File: src/cache_pkg.sv
/* widths, types and reset constants shared by the cache modules
   every cache module pulls these in with a wildcard import */
`default_nettype none

package cache_pkg;

    localparam int INDEX_W        = 6;      // set index bits
    localparam int WORDS_PER_LINE = 4;
    localparam int NUM_WAYS       = 4;
    localparam int WORD_W         = 32;
    localparam int LINE_ADDR_W    = 23;
    localparam int OFFSET_W       = $clog2(WORDS_PER_LINE);
    localparam int TAG_W          = LINE_ADDR_W - INDEX_W;
    localparam int NUM_SETS       = 1 << INDEX_W;

    typedef logic [WORD_W-1:0]                  word_t;
    typedef logic [WORDS_PER_LINE*WORD_W-1:0]   line_t;
    typedef logic [WORD_W/8-1:0]                be_t;
    typedef logic [LINE_ADDR_W+OFFSET_W-1:0]    p_addr_t;   // line address + word
    typedef logic [LINE_ADDR_W+2:0]             m_addr_t;   // line address + 3 zero bits
    typedef logic [LINE_ADDR_W-1:0]             line_addr_t;
    typedef logic [INDEX_W-1:0]                 index_t;
    typedef logic [TAG_W-1:0]                   tag_t;
    typedef logic [$clog2(NUM_WAYS)-1:0]        way_idx_t;

    // four way numbers, lru in [1:0], mru in [7:6]
    typedef logic [NUM_WAYS*$bits(way_idx_t)-1:0] lru_t;

    localparam lru_t LRU_RESET = 8'b11_10_01_00;  // way 0 least recent

    typedef enum logic [2:0] {
        IDLE,
        COMP,
        HIT,
        FETCH_REQ,
        FETCH_WAIT,
        FETCH_MERGE,
        WB_LOAD,
        WB_REQ
    } ctrl_state_t;

endpackage

`default_nettype wire
File: src/cache_ctrl.sv
/* cache controller: captures a processor request, sequences hit, write-back and fill,
   drives the memory port and returns the read word */
`timescale 1ns/1ps
`default_nettype none

module cache_ctrl (
    input  wire                          clk,
    input  wire                          rst,
    // processor side
    input  wire cache_pkg::p_addr_t      i_p_addr,
    input  wire cache_pkg::be_t          i_p_byte_en,
    input  wire cache_pkg::word_t        i_p_writedata,
    input  wire                          i_p_read,
    input  wire                          i_p_write,
    output cache_pkg::word_t             o_p_readdata,
    output logic                         o_p_readdata_valid,
    output logic                         o_p_waitrequest,
    // memory side
    output cache_pkg::m_addr_t           o_m_addr,
    output cache_pkg::line_t             o_m_writedata,
    output logic                         o_m_read,
    output logic                         o_m_write,
    input  wire cache_pkg::line_t        i_m_readdata,
    input  wire                          i_m_readdata_valid,
    input  wire                          i_m_waitrequest,
    // to the ways
    output cache_pkg::index_t            o_index,
    output cache_pkg::tag_t              o_tag,
    output cache_pkg::line_t             o_wdata,
    output cache_pkg::be_t               o_byte_en,
    output logic [cache_pkg::WORDS_PER_LINE-1:0] o_word_en,
    output logic [cache_pkg::NUM_WAYS-1:0]       o_way_write,
    output logic                         o_fill_clean,
    // from the ways
    input  wire cache_pkg::line_t [cache_pkg::NUM_WAYS-1:0]      i_way_rdata,
    input  wire [cache_pkg::NUM_WAYS-1:0]                        i_hit,
    input  wire [cache_pkg::NUM_WAYS-1:0]                        i_valid,
    input  wire [cache_pkg::NUM_WAYS-1:0]                        i_dirty,
    input  wire cache_pkg::line_addr_t [cache_pkg::NUM_WAYS-1:0] i_victim_addr,
    // LRU store
    output cache_pkg::way_idx_t          o_lru_way,
    output logic                         o_lru_update,
    input  wire cache_pkg::way_idx_t     i_lru_victim
);
    import cache_pkg::*;

    ctrl_state_t                state;
    p_addr_t                    addr_buf;    // captured request
    word_t                      wdata_buf;
    be_t                        be_buf;
    logic                       req_write;
    way_idx_t                   fill_way;    // victim or free way of a miss
    p_addr_t                    lookup_addr;
    line_addr_t                 lookup_line;
    line_addr_t                 req_line;
    logic [OFFSET_W-1:0]        word_sel;
    logic [WORDS_PER_LINE-1:0]  word_onehot;
    logic [NUM_WAYS-1:0]        fill_onehot;
    way_idx_t                   hit_way;
    way_idx_t                   free_way;
    line_t                      hit_line;

    // ways and LRU read synchronously, so IDLE looks up the incoming address
    assign lookup_addr = (state == IDLE) ? i_p_addr : addr_buf;
    assign lookup_line = lookup_addr[$bits(p_addr_t)-1:OFFSET_W];
    assign o_index     = lookup_line[INDEX_W-1:0];
    assign o_tag       = lookup_line[LINE_ADDR_W-1:INDEX_W];

    assign req_line    = addr_buf[$bits(p_addr_t)-1:OFFSET_W];
    assign word_sel    = addr_buf[OFFSET_W-1:0];
    assign word_onehot = {{(WORDS_PER_LINE-1){1'b0}}, 1'b1} << word_sel;
    assign fill_onehot = {{(NUM_WAYS-1){1'b0}}, 1'b1} << fill_way;

    assign o_p_waitrequest = (state != IDLE);

    // lowest hitting way and lowest invalid way
    always_comb begin
        hit_way  = '0;
        free_way = '0;
        for (int i = NUM_WAYS - 1; i >= 0; i--) begin
            if (i_hit[i]) begin
                hit_way = way_idx_t'(i);
            end
            if (!i_valid[i]) begin
                free_way = way_idx_t'(i);
            end
        end
    end

    assign hit_line = i_way_rdata[hit_way];

    // fill writes the whole returned line, otherwise one word of the request
    assign o_wdata      = (state == FETCH_WAIT) ? i_m_readdata : {WORDS_PER_LINE{wdata_buf}};
    assign o_byte_en    = (state == FETCH_WAIT) ? '1 : be_buf;
    assign o_word_en    = (state == FETCH_WAIT) ? '1 : word_onehot;
    assign o_fill_clean = (state == FETCH_WAIT) && !req_write;

    always_comb begin
        case (state)
            HIT:         o_way_write = req_write ? i_hit : '0;
            FETCH_WAIT:  o_way_write = i_m_readdata_valid ? fill_onehot : '0;
            FETCH_MERGE: o_way_write = fill_onehot;
            default:     o_way_write = '0;
        endcase
    end

    assign o_lru_way    = (state == HIT) ? hit_way : fill_way;
    assign o_lru_update = (state == HIT) || ((state == FETCH_WAIT) && i_m_readdata_valid);

    always_ff @(posedge clk) begin
        if (rst) begin
            state              <= IDLE;
            o_p_readdata_valid <= 1'b0;
            o_m_read           <= 1'b0;
            o_m_write          <= 1'b0;
            req_write          <= 1'b0;
            fill_way           <= '0;
        end else begin
            o_p_readdata_valid <= 1'b0;   // single-cycle pulse
            case (state)
                IDLE: begin
                    if (i_p_read || i_p_write) begin
                        req_write <= !i_p_read;   // read wins if both
                        state     <= COMP;
                    end
                end
                COMP: begin
                    if (|i_hit) begin
                        state <= HIT;
                    end else begin
                        fill_way <= (&i_valid) ? i_lru_victim : free_way;
                        if ((&i_valid) && i_dirty[i_lru_victim]) begin
                            state <= WB_LOAD;
                        end else begin
                            o_m_read <= 1'b1;
                            state    <= FETCH_REQ;
                        end
                    end
                end
                HIT: begin
                    o_p_readdata_valid <= !req_write;
                    state              <= IDLE;
                end
                WB_LOAD: begin
                    o_m_write <= 1'b1;
                    state     <= WB_REQ;
                end
                WB_REQ: begin
                    if (!i_m_waitrequest) begin
                        o_m_write <= 1'b0;
                        o_m_read  <= 1'b1;
                        state     <= FETCH_REQ;
                    end
                end
                FETCH_REQ: begin
                    if (!i_m_waitrequest) begin
                        o_m_read <= 1'b0;
                        state    <= FETCH_WAIT;
                    end
                end
                FETCH_WAIT: begin
                    if (i_m_readdata_valid) begin
                        o_p_readdata_valid <= !req_write;
                        state              <= req_write ? FETCH_MERGE : IDLE;
                    end
                end
                FETCH_MERGE: state <= IDLE;
                default:     state <= IDLE;
            endcase
        end
    end

    // request capture, response word and memory payload
    always_ff @(posedge clk) begin
        case (state)
            IDLE: begin
                addr_buf  <= i_p_addr;
                wdata_buf <= i_p_writedata;
                be_buf    <= i_p_byte_en;
            end
            COMP:       o_m_addr <= {req_line, 3'b000};
            HIT:        o_p_readdata <= hit_line[word_sel*WORD_W +: WORD_W];
            WB_LOAD: begin
                o_m_addr      <= {i_victim_addr[fill_way], 3'b000};
                o_m_writedata <= i_way_rdata[fill_way];
            end
            WB_REQ: begin
                if (!i_m_waitrequest) begin
                    o_m_addr <= {req_line, 3'b000};   // fill follows the write-back
                end
            end
            FETCH_WAIT: o_p_readdata <= i_m_readdata[word_sel*WORD_W +: WORD_W];
            default: ;
        endcase
    end

endmodule

`default_nettype wire

File: config.mk
export PLATFORM = sky130hd
export DESIGN_NAME = cache_ctrl
export DESIGN_NICKNAME = d
export VERILOG_FILES = /design/src/cache_pkg.sv /design/src/cache_ctrl.sv
export SDC_FILE = /design/constraint.sdc
export NUM_CORES = 1
export LEC_CHECK = 0
export BUFFER_PORTS_ARGS = -buffer_cell sky130_fd_sc_hd__buf_2
export CORE_AREA = 3 3 449 451
export DETAILED_ROUTE_END_ITERATION = 8
export DIE_AREA = 0 0 452 454
export PLACE_DENSITY = 0.3
export SYNTH_ARGS = -nofsm -noshare
export SYNTH_HDL_FRONTEND = slang
export SYNTH_SLANG_ARGS = --single-unit
File: constraint.sdc
create_clock -name clk -period 4.1 [get_ports clk]
set_input_delay 0.82 -clock clk [delete_from_list [all_inputs] [get_ports clk]]
set_output_delay 0.82 -clock clk [all_outputs]
set_load 0.01 [all_outputs]
==> summary.md <==
| Metric | Value |
|---|---|
| Vias | `20500` |
| Final period utilization | `92.5%` |
| CTS H-tree depth | `2` |
| Asr flop ratio synth | `0%` |
| Worst-Margin Slew | `1.20 ns` |
| Clock sinks | `253` |
| RSZ-0062 raised after global routing | `no` |
| Total negative slack | `0 ns` |
| Root Buffer | `clkbuf_16` |
| Worst VDD drop | `251 uV` |
| Critical-path maximum fanout | `86` |
| Sequential share of the synthesized area | `40.4%` |
| Proportion of synthesized area in mux cells | `25.7%` |
| Drt drc | `0` |
| Post-CTS Hold Buffers | `0` |
| Compound-cell area share of the yosys netlist | `19.2%` |
| Number of synthesized flops with an enable pin | `221` |
| GPL Wtd Cong | `0.921` |
| Clock Pin Slew Worst Setup and Hold Paths | `0.06 ns` |
| Die area | `205000 um2` |
| Rel. slew slack | `20.1%` |
| Adder-cell share of the synthesized area | `0%` |
| Endpoint type of the worst setup path | `output pin` |
| Mapped Cells | `1501` |
| Congestion Overflow GR | `0` |
| Largest net degree at the start of global routing | `87` |
| IO Pins | `1170` |
| Hold Worst Slack | `0.339 ns` |
| DRT Pass-1 Iters | `9` |
| Max-Cap Viols | `0` |
| Setup Fix Bufs, Post-CTS | `0` |
| Worst skew pair latency | `0.66 ns` |
| XOR/XNOR Fraction of Synth Area | `0%` |
| Fillers | `22500` |
| Final critical-path required period | `3.79 ns` |
| P&R area growth vs syn | `60.1%` |
| Top cells by area, synth | `edfxtp_1, mux4_2, a22oi_1` |
| Arrival time worst endpoint | `2.97 ns` |
| Ys Warns | `0` |
| Share of layout cells above drive strength 1 | `60.1%` |
| Synth top cells by count | `nand2_1, edfxtp_1, a22oi_1, mux4_2, clkbuf_1` |
| FMAX | `264 MHz` |
| Detailed Place HPWL | `152 mm` |
| Initial antenna violation count | `83` |
| Post-synth top area cell | `edfxtp_1` |
| Routed WL | `180 mm` |
| Area of the multi-input gates | `9980 um2` |
| NumNets Final | `3432` |
| Core area | `198000 um2` |
| Final slew viol count | `0` |
| GRT Overall Usage | `16.7%` |
| Yosys cell types | `50` |
| Synthesized flop and latch total | `253` |
| Final setup fails | `0` |
| Post-Syn Area | `18000 um2` |
| Hold Path Class | `input port to flop` |
| CTS tree | `built` |
| HP Start | `i_p_writedata[1]` |
| IO Port Bufs | `1166` |
| Critical path class | `flop to output pin` |
| Via/cell ratio | `3.85` |
| Final hold violation count | `0` |
| Vias in the first global route | `20800` |
| Most common cell in the netlist | `nand2_1` |
| Register area | `7280 um2` |
| Die Span Y | `454 um` |
| Top cell type's share of synthesized area | `36.8%` |
| Rows | `163` |
| Syn Area/Cell | `12.0 um2` |
| DR WL/cell | `33.8 um` |
| Status | `complete, no violations` |
| Simple-gate share of the synthesized area | `9.96%` |
| Top_reg_cell synth | `edfxtp_1` |
| Data required time of the worst path | `3.28 ns` |
| FF-to-FF Start | `state[2]` |
| CTS buffer count | `44` |
| Routed Antenna Nets | `0` |
| Main combinational cell family by area after synthesis | `multiplexers` |
| Die extent in x | `452 um` |
| Startpoint Class | `flop` |
| Post-CTS sizing | `0` |
| 1st-iter DRT viols | `1610` |
| Worst Skew | `0.0375 ns` |
| Clk buf depth | `3` |
| Pwr/cell area | `391 nW/um2` |
| First-pass GRT wire length | `225 mm` |
| Leakage | `11.2 nW` |
| Initial core utilization | `9.12%` |
| Crit path from | `state[2]` |
[stage by stage]
| stage | power, mW | area (um2) | cells | setup WS (ns) | utilization (%) |
|---|---|---|---|---|---|
| finish | 11.3 | 28800 | 5331 | 0.309 | 14.6 |
| global route | 11.9 | 28800 | 5326 | 0.104 | 14.6 |
| CTS | 11.7 | 28800 | 5295 | 0.0843 | 14.6 |
| detailed placement | 7.46 | 27300 | 5213 | 0.417 | 13.8 |
| global placement | 7.47 | 27300 | 5213 | 0.374 | 13.8 |
| floorplan | 4.90 | 18000 | 1503 | 0.0713 | - |
[layout make-up]
class                   instances  area share (%)
clock buffers                  55            4.03
diodes                         36           0.312
flip-flops and latches        253            25.3
multi-input cells            1072            34.6
repair buffers               1240            23.2
well taps                    2640            11.5
clock inverters                27            1.03
inverters                       8           0.130
[layer usage]
metal  vias to the layer above  GRT usage [%]  wire, um
li1                       8481              -         -
met1                     10600           19.0     67800
met2                      1125           29.7     92600
met3                       233           4.38     13000
met4                        24           6.53      6940
met5                         -              0       155
[cells by family (layout without fill, tap and decap cells)]
kind of cell | Yosys count | after routing
flip-flops | 253 | 253
multiplexers | 229 | 229
AND/OR/NAND/NOR | 423 | 423
AO/OA/AOI/OAI | 417 | 417
other | 1 | 39
buffers and inverters | 178 | 1330
[layout by cell type, fill, tap and decap left out, drive strengths merged, types with 3 or more instances in the layout]
master     n
o21ai      4
nand2b     5
a32o       4
mux4     183
clkbuf    55
diode     36
edfxtp   221
o32ai     31
inv       10
nor3       6
nand3b     5
a211oi     3
nor2b      9
nand3      5
nand2    344
a21oi     14
or3       31
a22oi    221
bufinv     5
mux2      46
clkinv    18
a221oi    34
a211o     31
o221ai    64
nor2      10
or2        3
buf     1240
conb       3
dfxtp     32
[final timing paths]
kind,depth (start not counted),to,slack [ns]
worst max-delay path,6,o_wdata[90],0.31
worst min-delay path,1,wdata_buf[1],0.34
worst max register to register,5,o_p_readdata[16],0.67
worst min register to register,2,o_m_write,0.46
[critical path, stage by stage (launching register included)]
cell,delay (ns)
dfxtp_1,0.68
nor3b_2,0.30
buf_4,0.30
buf_12,0.34
nand2_1,0.19
nand2_1,0.20
buf_2,0.22
[flip-flops by register name (all words and copies together) (netlist names), 2 cells and up]
signal / flops
addr_buf: 25
be_buf: 4
fill_way: 2
o_m_addr: 23
o_m_writedata: 128
o_p_readdata: 32
state: 3
wdata_buf: 32
[where the power goes]
group | switching (mW) | internal [mW]
sequential | 0.118 | 3.15
clock | 1.68 | 2.33
combinational | 2.54 | 1.44
total | 4.34 | 6.92
Note: power is estimated with default switching activity, not from simulation.
