==> config.mk <==
export PLATFORM = sky130hd
export DESIGN_NAME = cache_lru
export DESIGN_NICKNAME = d
export VERILOG_FILES = /design/src/cache_pkg.sv /design/src/cache_lru.sv
export SDC_FILE = /design/constraint.sdc
export NUM_CORES = 1
export LEC_CHECK = 0
export BUFFER_PORTS_ARGS = -buffer_cell sky130_fd_sc_hd__buf_2
export CORE_UTILIZATION = 50
export CTS_BUF_LIST = sky130_fd_sc_hd__clkbuf_16
export CTS_CLUSTER_DIAMETER = 40
export DETAILED_ROUTE_END_ITERATION = 6
export PLACE_DENSITY = 0.65
export SETUP_SLACK_MARGIN = 0.1
export SYNTH_ARGS = -nofsm -noshare
export SYNTH_HDL_FRONTEND = slang
export SYNTH_SLANG_ARGS = --single-unit
==> constraint.sdc <==
create_clock -name clk -period 6.1 [get_ports clk]
set_input_delay 0.915 -clock clk [delete_from_list [all_inputs] [get_ports clk]]
set_output_delay 0.915 -clock clk [all_outputs]
set_load 0.02 [all_outputs]
==> src/cache_pkg.sv <==
/* widths, types and reset constants shared by the cache modules
   every cache module pulls these in with a wildcard import */
`default_nettype none

package cache_pkg;

    localparam int INDEX_W        = 6;      // set index bits
    localparam int WORDS_PER_LINE = 4;
    localparam int NUM_WAYS       = 4;
    localparam int WORD_W         = 32;
    localparam int LINE_ADDR_W    = 23;
    localparam int OFFSET_W       = $clog2(WORDS_PER_LINE);
    localparam int TAG_W          = LINE_ADDR_W - INDEX_W;
    localparam int NUM_SETS       = 1 << INDEX_W;

    typedef logic [WORD_W-1:0]                  word_t;
    typedef logic [WORDS_PER_LINE*WORD_W-1:0]   line_t;
    typedef logic [WORD_W/8-1:0]                be_t;
    typedef logic [LINE_ADDR_W+OFFSET_W-1:0]    p_addr_t;   // line address + word
    typedef logic [LINE_ADDR_W+2:0]             m_addr_t;   // line address + 3 zero bits
    typedef logic [LINE_ADDR_W-1:0]             line_addr_t;
    typedef logic [INDEX_W-1:0]                 index_t;
    typedef logic [TAG_W-1:0]                   tag_t;
    typedef logic [$clog2(NUM_WAYS)-1:0]        way_idx_t;

    // four way numbers, lru in [1:0], mru in [7:6]
    typedef logic [NUM_WAYS*$bits(way_idx_t)-1:0] lru_t;

    localparam lru_t LRU_RESET = 8'b11_10_01_00;  // way 0 least recent

    typedef enum logic [2:0] {
        IDLE,
        COMP,
        HIT,
        FETCH_REQ,
        FETCH_WAIT,
        FETCH_MERGE,
        WB_LOAD,
        WB_REQ
    } ctrl_state_t;

endpackage

`default_nettype wire
==> src/cache_lru.sv <==
/* per-set LRU order for the four ways
   the lowest field names the victim, an update moves the touched way to the top */
`timescale 1ns/1ps
`default_nettype none

module cache_lru (
    input  wire                      clk,
    input  wire                      rst,
    input  wire cache_pkg::index_t   i_index,
    input  wire cache_pkg::way_idx_t i_touch_way,
    input  wire                      i_update,
    output cache_pkg::way_idx_t      o_victim
);
    import cache_pkg::*;

    localparam int FW = $bits(way_idx_t);   // field width

    lru_t lru_mem [NUM_SETS];
    lru_t lru_q;
    lru_t lru_next;
    logic found;

    // fields above the touched way's old slot drop one place
    always_comb begin
        found    = 1'b0;
        lru_next = lru_q;
        for (int i = 0; i < NUM_WAYS - 1; i++) begin
            if (lru_q[FW*i +: FW] == i_touch_way) begin
                found = 1'b1;
            end
            if (found) begin
                lru_next[FW*i +: FW] = lru_q[FW*(i+1) +: FW];
            end
        end
        lru_next[FW*NUM_WAYS-1 -: FW] = i_touch_way;
    end

    always_ff @(posedge clk) begin
        if (rst) begin
            for (int s = 0; s < NUM_SETS; s++) begin
                lru_mem[s] <= LRU_RESET;
            end
            lru_q <= LRU_RESET;
        end else begin
            if (i_update) begin
                lru_mem[i_index] <= lru_next;
            end
            lru_q <= lru_mem[i_index];
        end
    end

    assign o_victim = lru_q[FW-1:0];

endmodule

`default_nettype wire

==> flow_summary.yaml, run 1 <==
floorplanning:
  row_count: 79
  die_h_um: 219.9
  dieArea_um2: 48380
  die-width_um: 219.9
  core_um2: 46650
  io_pins: 13
  start_util_pct: 50.91
placed_design:
  dp.final_hpwl_um: 43360
  placedCellCount: 2419
  routabilityCongestion: 0.9013
  pre_cts_ws_ns: 1.802
  io_buffers: 12
pwr:
  irDropWorstVdd_mv: 0.2055
  p_total_mw: 8.873
  power_density_nw_per_um2: 335.1
  power_leakage_nw: 8.587
critical_path:
  cp_num_buf_inv: 2
  cp_cell_sequence: "buf_4 > buf_4 > and2_1 > nand2_1 > or3_1"
  worstSetupPathType: "in -> reg"
  slowest_delay_ns: 0.74
  path_max_fanout: 47
  crit_arrival_ns: 4.10
  critPathTopFamily: "simple AND/OR/NAND/NOR gates"
  start_kind: "input port"
  end_kind: "flop"
  crit_top_cell: "buf_4"
  required_ns: 6.44
  critPathSlowestCell: "nand2_1"
synthesis:
  yosys.area.top_type: "edfxtp_1"
  synth_edf_count: 512
  ys_top_cells_by_count: "edfxtp_1 (512), nor2_1 (363), nand2_1 (273)"
  yosys_register_bits: 520
  synthArstFlopShare_pct: 0
  synth_nets: 1943
  synth_ff_type: "edfxtp_1"
  syn_area_um2: 23750
  synth_cell_types: 63
  synth_top_area_share_pct: 64.74
  syn_inst: 1932
  yosysWarnings: 0
  avgSynthCellArea_um2: 12.29
  yosysMostFrequentCell: "edfxtp_1"
  synth_area_leaders: "edfxtp_1 (65%), nor2_1 (5.7%), mux2i_1 (4.5%)"
  ys_seq_area_share_pct: 65.41
grt:
  grt_pass1_vias: 15710
  grt_pass1_wl_um: 101500
  antenna_found_initial: 3
  grt_max_degree: 69
  grt_util_all_layers_pct: 29.08
  overflow: 0
routing:
  routed_wl_um: 68230
  drc: 0
  drt_pass1_iterations: 5
  drtIter0Drc: 2408
  drt.antenna.violating_nets: 0
  avgViaCountPerCell: 6.367
  wl_per_cell_um: 26.76
  num_vias: 16240
clocking:
  numCtsBuffers: 71
  root_buffer: "clkbuf_16"
  cts_resized: 0
  cts_max_level: 3
  cts_setup_buffers: 0
  cts.path.max_buffers: 3
  clock-sinks: 520
  cts_tree: "yes"
  clk-insertion-delay-late_ns: 0.60
  clkTransAtPathRegs_ns: 0.06
  cts_hold_buf: 0
cells_and_area:
  nFillCells: 3839
  finalNetCount: 1896
  final_util_pct: 56.75
  final_cell_count_no_fill: 2550
  drive_gt1_share_pct: 13.09
  areaGrowthSynthToFinish_pct: 11.48
timing:
  finClkSkew_ns: 0.01579
  finalSetupViolCount: 0
  period_share_pct: 61.71
  setup_tns_ns: 0
  rsz0062_at_grt: "no"
  fmax_mhz: 265.7
  fin_crit_ns: 3.764
  fin_ws_ns: 2.336
  relSlewSlack_pct: 18.45
  hold_viol: 0
  tightest_slew_ns: 1.198
  slew_violations: 0
min_path:
  min_path_type: "reg -> reg"
outcome:
  status: "finished, final reports clean"
job:
  maxCapViolCount: 0
## power breakdown
group          total, mW  switching [mW]  internal, mW
clock               4.02            1.64          2.38
combinational      0.778           0.596         0.182
sequential          4.08          0.0435          4.03
total               8.87            2.28          6.59
## placed cells by master, fill, tap and decap left out, types with 7 or more instances in the layout
master	instances
nor2_2	7
mux2_2	25
buf_4	43
clkinv_1	13
a221oi_1	29
clkbuf_16	71
inv_6	7
dfxtp_1	8
buf_2	9
nor2_1	359
a21oi_1	44
nand2_1	273
o22ai_1	43
or3_1	129
clkinv_2	9
mux2i_1	107
a22oi_1	23
o21ai_0	34
nand3_1	20
edfxtp_1	512
mux4_2	35
inv_1	13
## state kept, by name, summed over array words and instances, names as in the netlist
signal and count:
lru_mem 512, lru_q 8
## final timing paths
| kind | startpoint | slack (ns) | cells after the start | to |
|---|---|---|---|---|
| worst max-delay path | i_index[1] | 2.34 | 5 | lru_mem[31][6]$_SDFFCE_PN1P_ |
| worst min-delay path | lru_mem[60][3]$_SDFFCE_PN0P_ | 0.73 | 4 | lru_q[3]$_SDFF_PP0_ |
| worst max register to register | lru_q[0]$_SDFF_PP0_ | 3.31 | 5 | lru_mem[3][3]$_SDFFCE_PN0P_ |
| worst min register to register | lru_mem[60][3]$_SDFFCE_PN0P_ | 0.73 | 4 | lru_q[3]$_SDFF_PP0_ |
## worst register-to-register path, delay by kind of cell (launching register included)
| family | cells | cell delay [ns] |
|---|---|---|
| mux | 1 | 1.04 |
| flops | 1 | 0.46 |
| compound gates | 1 | 0.43 |
| buf+inv | 1 | 0.34 |
| xor+xnor | 1 | 0.16 |
| simple gates | 1 | 0.11 |
## kinds of logic (layout without fill, tap and decap cells)
family | after synthesis | after routing | synth area share, %
AOI/OAI and AO/OA | 232 | 232 | 6.654
xor gates and xnor gates | 6 | 6 | 0.2213
buffers and inverters | 183 | 192 | 3.561
DFF | 520 | 520 | 65.41
muxes | 169 | 169 | 9.135
other | 0 | 2 | 0
and+or+nand+nor | 822 | 822 | 15.02
## layout make-up
class	instances	area (um^2)	share of cell area (%)
Clock inverter	58	515.5	1.947
Multi-Input combinational cell	1229	7435	28.08
Tap cell	607	759.5	2.868
Timing Repair Buffer	55	421.7	1.592
Inverter	8	30.03	0.1134
Sequential cell	520	15530	58.67
Clock buffer	71	1777	6.710
Antenna cell	2	5.005	0.01890
## per-layer routing
metal / global-route usage [%] / routed length [um] / up-vias
li1: - / - / 6993
met1: 40.63 / 26830 / 8119
met2: 44.52 / 31210 / 981
met4: 12.14 / 2585 / 0
met5: 0 / 0 / -
met3: 5.700 / 7603 / 142
## metrics by stage
stage	hold WS, ns	instance area (um^2)
finish	0.7255	26480
global placement	0.6939	24180
CTS	0.7128	26470
floorplan	0.6337	23750
global route	0.7430	26470
detailed placement	0.6920	24180
Power figures use the tool's default switching activity.
==> run 2, diff against run 1 <==
- clock period: 6.1 -> 3.7 ns (I/O delays scaled with it)
==> flow_summary.yaml, run 2 (synthesized netlist as in run 1, its figures left out) <==
outcome:
  status: "finished with violations"
  violations: "DRC"
routing:
  avgViaCountPerCell: 6.360
  wl_per_cell_um: 27.08
  drt_pass1_iterations: 7
  dr.max_layer_used: "met4"
  drtIter0Drc: 2325
  m1WireLength_um: 26890
  wl_met3_um: 8568
  num_vias: 16430
  drt.antenna.violating_nets: 0
  routed_wl_um: 69970
  drc: 11
  route.met2.wl_um: 31570
timing:
  relSlewSlack_pct: 13.69
  holdWs_ns: 0.3196
  fin_crit_ns: 2.790
  finalSetupViolCount: 0
  fmax_mhz: 358.4
  slew_violations: 0
  period_share_pct: 75.41
  hold_viol: 0
  finClkSkew_ns: 0.01953
  rsz0062_at_grt: "no"
  fin_ws_ns: 0.9099
  setup_tns_ns: 0
  tightest_slew_ns: 1.290
pwr:
  p_total_mw: 14.93
  p_comb_share_pct: 9.1
  power_leakage_nw: 8.820
  p_int_mw: 11.15
  p_seq_share_pct: 45.0
  clkPwrFrac_pct: 45.9
  swShare_pct: 25.28
  irDropWorstVdd_mv: 0.3902
  power_density_nw_per_um2: 554.9
  netSwitchingPower_mw: 3.773
critical_path:
  end_kind: "flop"
  worstSetupPathType: "reg -> reg"
  crit_start: "lru_q[3]$_SDFF_PP0_"
  r2r_start: "lru_q[3]$_SDFF_PP0_"
  start_kind: "flop"
  path_max_fanout: 40
  required_ns: 4.01
  crit_arrival_ns: 3.10
floorplanning:
  die-width_um: 219.9
  row_count: 79
  dieArea_um2: 48380
  start_util_pct: 50.91
  die_h_um: 219.9
  core_um2: 46650
  io_pins: 13
clocking:
  clock-sinks: 520
  cts_max_level: 3
  cts_tree: "yes"
  cts.path.max_buffers: 3
  root_buffer: "clkbuf_16"
  cts_resized: 0
  cts_hold_buf: 0
  clk-insertion-delay-late_ns: 0.61
  clkTransAtPathRegs_ns: 0.06
  numCtsBuffers: 75
  cts_setup_buffers: 0
cells_and_area:
  nFillCells: 3776
  final_util_pct: 57.66
  largest_reg_flops: 512
  layout_commonest_cell: "edfxtp_1"
  mostFrequentLayoutCells: "edfxtp_1 (512), nor2_1 (363), nand2_1 (273)"
  top_register: "lru_mem"
  drive_gt1_share_pct: 14.42
  seq_area_um2: 15530
  reg.largest.list: "lru_mem: 512 flops, lru_q: 8 flops"
  areaGrowthSynthToFinish_pct: 13.27
  multi_input_area_um2: 7422
  final_cell_count_no_fill: 2584
  finalNetCount: 1928
  fin_area_um2: 26900
grt:
  grt_util_all_layers_pct: 29.62
  grt_pass1_vias: 15560
  antenna_found_initial: 0
  overflow: 0
  grt_max_degree: 69
  grt_pass1_wl_um: 102500
placed_design:
  pre_cts_ws_ns: 0.5098
  io_buffers: 12
  placedCellCount: 2447
  routabilityCongestion: 0.9070
  dp.final_hpwl_um: 45030
  placed_area_um2: 24480
min_path:
  worstHoldStart: "rst"
  min_path_type: "in -> reg"
job:
  maxCapViolCount: 0
run 2: final cells by class:
type	count	share of cell area, %
flip-flops and latches	520	57.75
inverters	8	0.1116
repair buffers	83	2.721
clock inverters	59	1.837
multi-input cells	1229	27.59
clock buffers	77	7.162
diodes	1	0.009302
well taps	607	2.823
run 2: worst paths after layout:
path	end	slack [ns]	depth (start not counted)
hold reg to reg	lru_q[7]$_SDFF_PP1_	0.69	4
setup reg to reg	lru_mem[26][5]$_SDFFCE_PN1P_	0.91	6
hold / removal	lru_q[0]$_SDFF_PP0_	0.32	2
setup / recovery	lru_mem[26][5]$_SDFFCE_PN1P_	0.91	6
run 2: metal layers:
layer / GRT usage (%) / vias up
li1: - / 7079
met5: 0 / -
met2: 44.44 / 1107
met4: 12.80 / 0
met1: 41.32 / 8049
met3: 6.874 / 198
run 2: critical path, cell delays in order (launching register included):
cell and delay (ns):
dfxtp_1 0.57, xor2_1 0.14, o22ai_2 0.43, a21oi_1 0.21, o21ai_4 0.69, buf_12 0.32
nand3_1 0.11
run 2: power by group through the flow:
stage | clock network (mW) | logic [mW] | registers, mW
finish | 6.85 | 1.35 | 6.72
global route | 7.14 | 1.41 | 6.74
CTS | 6.90 | 1.33 | 6.72
detailed placement | 0 | 1.33 | 6.84
global placement | 0 | 1.31 | 6.83
floorplan | 0 | 0.813 | 6.80
==> run 3, diff against run 2 <==
- ABC_AREA: default -> 1
- clock period: 3.7 -> 2.8 ns (I/O delays scaled with it)
==> flow_summary.yaml, run 3 <==
pwr:
  power_density_nw_per_um2: 736.6
  swShare_pct: 26.11
  p_seq_share_pct: 42.6
  p_total_mw: 20.87
  power_leakage_nw: 10.92
  clkPwrFrac_pct: 48.0
  netSwitchingPower_mw: 5.450
  p_int_mw: 15.42
  p_comb_share_pct: 9.4
  irDropWorstVdd_mv: 0.5768
synthesis:
  ys_top_cells_by_count: "nand2_1 (902), edfxtp_1 (512), nor2_1 (370)"
  yosysMostFrequentCell: "nand2_1"
  avgSynthCellArea_um2: 9.192
  synth_edf_count: 512
  yosysWarnings: 0
  synth_area_leaders: "edfxtp_1 (62%), nand2_1 (14%), nor2_1 (5.6%)"
  synth_cell_types: 31
  yosys_register_bits: 520
  syn_inst: 2686
  syn_area_um2: 24690
  ys_seq_area_share_pct: 62.92
  synth_nets: 2697
  yosys.area.top_type: "edfxtp_1"
  synth_ff_type: "edfxtp_1"
  synthArstFlopShare_pct: 0
  synth_top_area_share_pct: 62.27
critical_path:
  cp_num_buf_inv: 1
  critPathTopFamily: "compound AO/OA/AOI/OAI gates"
  critPathSlowestCell: "o211ai_1"
  start_kind: "flop"
  cp_cell_sequence: "xor2_1 > o211ai_1 > nand2_1 > o21ai_4 > buf_4 > nor2_1"
  required_ns: 3.15
  slowest_delay_ns: 0.60
  end_kind: "flop"
  worstSetupPathType: "reg -> reg"
  crit_arrival_ns: 2.65
  path_max_fanout: 22
  ff2ff_setup_slack_ns: 0.50
placed_design:
  io_buffers: 12
  routabilityCongestion: 0.8369
  placed_area_um2: 25600
  placedCellCount: 3272
  dp.final_hpwl_um: 41040
cells_and_area:
  top_register: "lru_mem"
  reg.largest.list: "lru_mem: 512 flops, lru_q: 8 flops"
  areaGrowthSynthToFinish_pct: 14.77
  largest_reg_flops: 512
  fin_area_um2: 28340
  finalNetCount: 2701
  final_cell_count_no_fill: 3423
  layout_commonest_cell: "nand2_1"
  mostFrequentLayoutCells: "nand2_1 (902), edfxtp_1 (512), nor2_1 (369)"
  drive_gt1_share_pct: 13.06
clocking:
  clk-insertion-delay-late_ns: 0.63
  root_buffer: "clkbuf_16"
  numCtsBuffers: 80
  clock-sinks: 520
  cts.path.max_buffers: 3
  cts_max_level: 3
  cts_hold_buf: 0
  cts_tree: "yes"
  cts_resized: 0
  clkTransAtPathRegs_ns: 0.05
  cts_setup_buffers: 0
routing:
  avgViaCountPerCell: 5.348
  routed_wl_um: 65180
  drc: 0
  drt_pass1_iterations: 7
  drtIter0Drc: 2041
  wl_per_cell_um: 19.04
  num_vias: 18310
  drt.antenna.violating_nets: 0
grt:
  grt_pass1_wl_um: 100600
  overflow: 0
  antenna_found_initial: 1
  grt_pass1_vias: 17880
  grt_max_degree: 80
  grt_util_all_layers_pct: 26.76
timing:
  rsz0062_at_grt: "no"
  tightest_slew_ns: 1.085
  finalSetupViolCount: 0
  hold_viol: 0
  finClkSkew_ns: 0.02149
  fin_crit_ns: 2.295
  relSlewSlack_pct: 27.67
  setup_tns_ns: 0
  fmax_mhz: 435.7
  slew_violations: 0
  period_share_pct: 81.97
floorplanning:
  die-width_um: 224.2
  core_um2: 48850
  row_count: 81
  dieArea_um2: 50270
  start_util_pct: 50.54
  die_h_um: 224.2
  io_pins: 13
outcome:
  status: "finished, final reports clean"
min_path:
  min_path_type: "in -> reg"
job:
  maxCapViolCount: 0
## run 3: power by group through the flow
stage | registers, mW | logic, mW | clock network [mW]
detailed placement | 9.04 | 1.94 | 0
CTS | 8.89 | 1.94 | 10.1
global route | 8.91 | 2.10 | 10.4
global placement | 9.04 | 1.93 | 0
floorplan | 9.00 | 1.15 | 0
finish | 8.89 | 1.97 | 10.0
## run 3: stage by stage
stage	setup slack, ns	hold slack [ns]	util [%]
CTS	0.5222	0.008120	58.00
detailed placement	0.02179	0.6699	52.41
global placement	0.07518	0.6705	52.41
finish	0.5048	0.04184	58.01
floorplan	0.7192	0.4891	-
global route	0.3289	0.05572	58.00
## run 3: routing by layer
| layer | vias up | part of all wire (%) | global-route usage (%) | wire (um) |
|---|---|---|---|---|
| met5 | - | 0.017 | 0 | 11 |
| li1 | 8662 | - | - | - |
| met3 | 178 | 9.2 | 4.912 | 6025 |
| met2 | 848 | 46 | 41.88 | 29750 |
| met4 | 2 | 4.3 | 12.51 | 2789 |
| met1 | 8617 | 41 | 36.37 | 26600 |
## run 3: final timing paths
kind,cells past startpoint,startpoint,endpoint
worst min-delay path,2,rst,lru_q[4]$_SDFF_PP0_
worst max-delay path,6,lru_q[4]$_SDFF_PP0_,lru_mem[56][4]$_SDFFCE_PN0P_
worst max register to register,6,lru_q[4]$_SDFF_PP0_,lru_mem[56][4]$_SDFFCE_PN0P_
worst min register to register,4,lru_mem[28][5]$_SDFFCE_PN1P_,lru_q[5]$_SDFF_PP1_
## run 3: cells by family after synthesis
group | after synthesis | share of synthesized area (%)
and+or+nand+nor | 1542 | 25.63
AOI/OAI and AO/OA | 157 | 3.628
muxes | 4 | 0.2635
xor gates and xnor gates | 6 | 0.2128
DFF | 520 | 62.92
buffers and inverters | 457 | 7.343
## run 3: final cells by class
class | instances | area, um^2
multi-input cells | 1709 | 7395
clock inverters | 68 | 704.4
inverters | 310 | 1169
repair buffers | 69 | 671.9
fillers | 4222 | 20510
diodes | 2 | 5.005
clock buffers | 81 | 2027
well taps | 664 | 830.8
flip-flops and latches | 520 | 15530
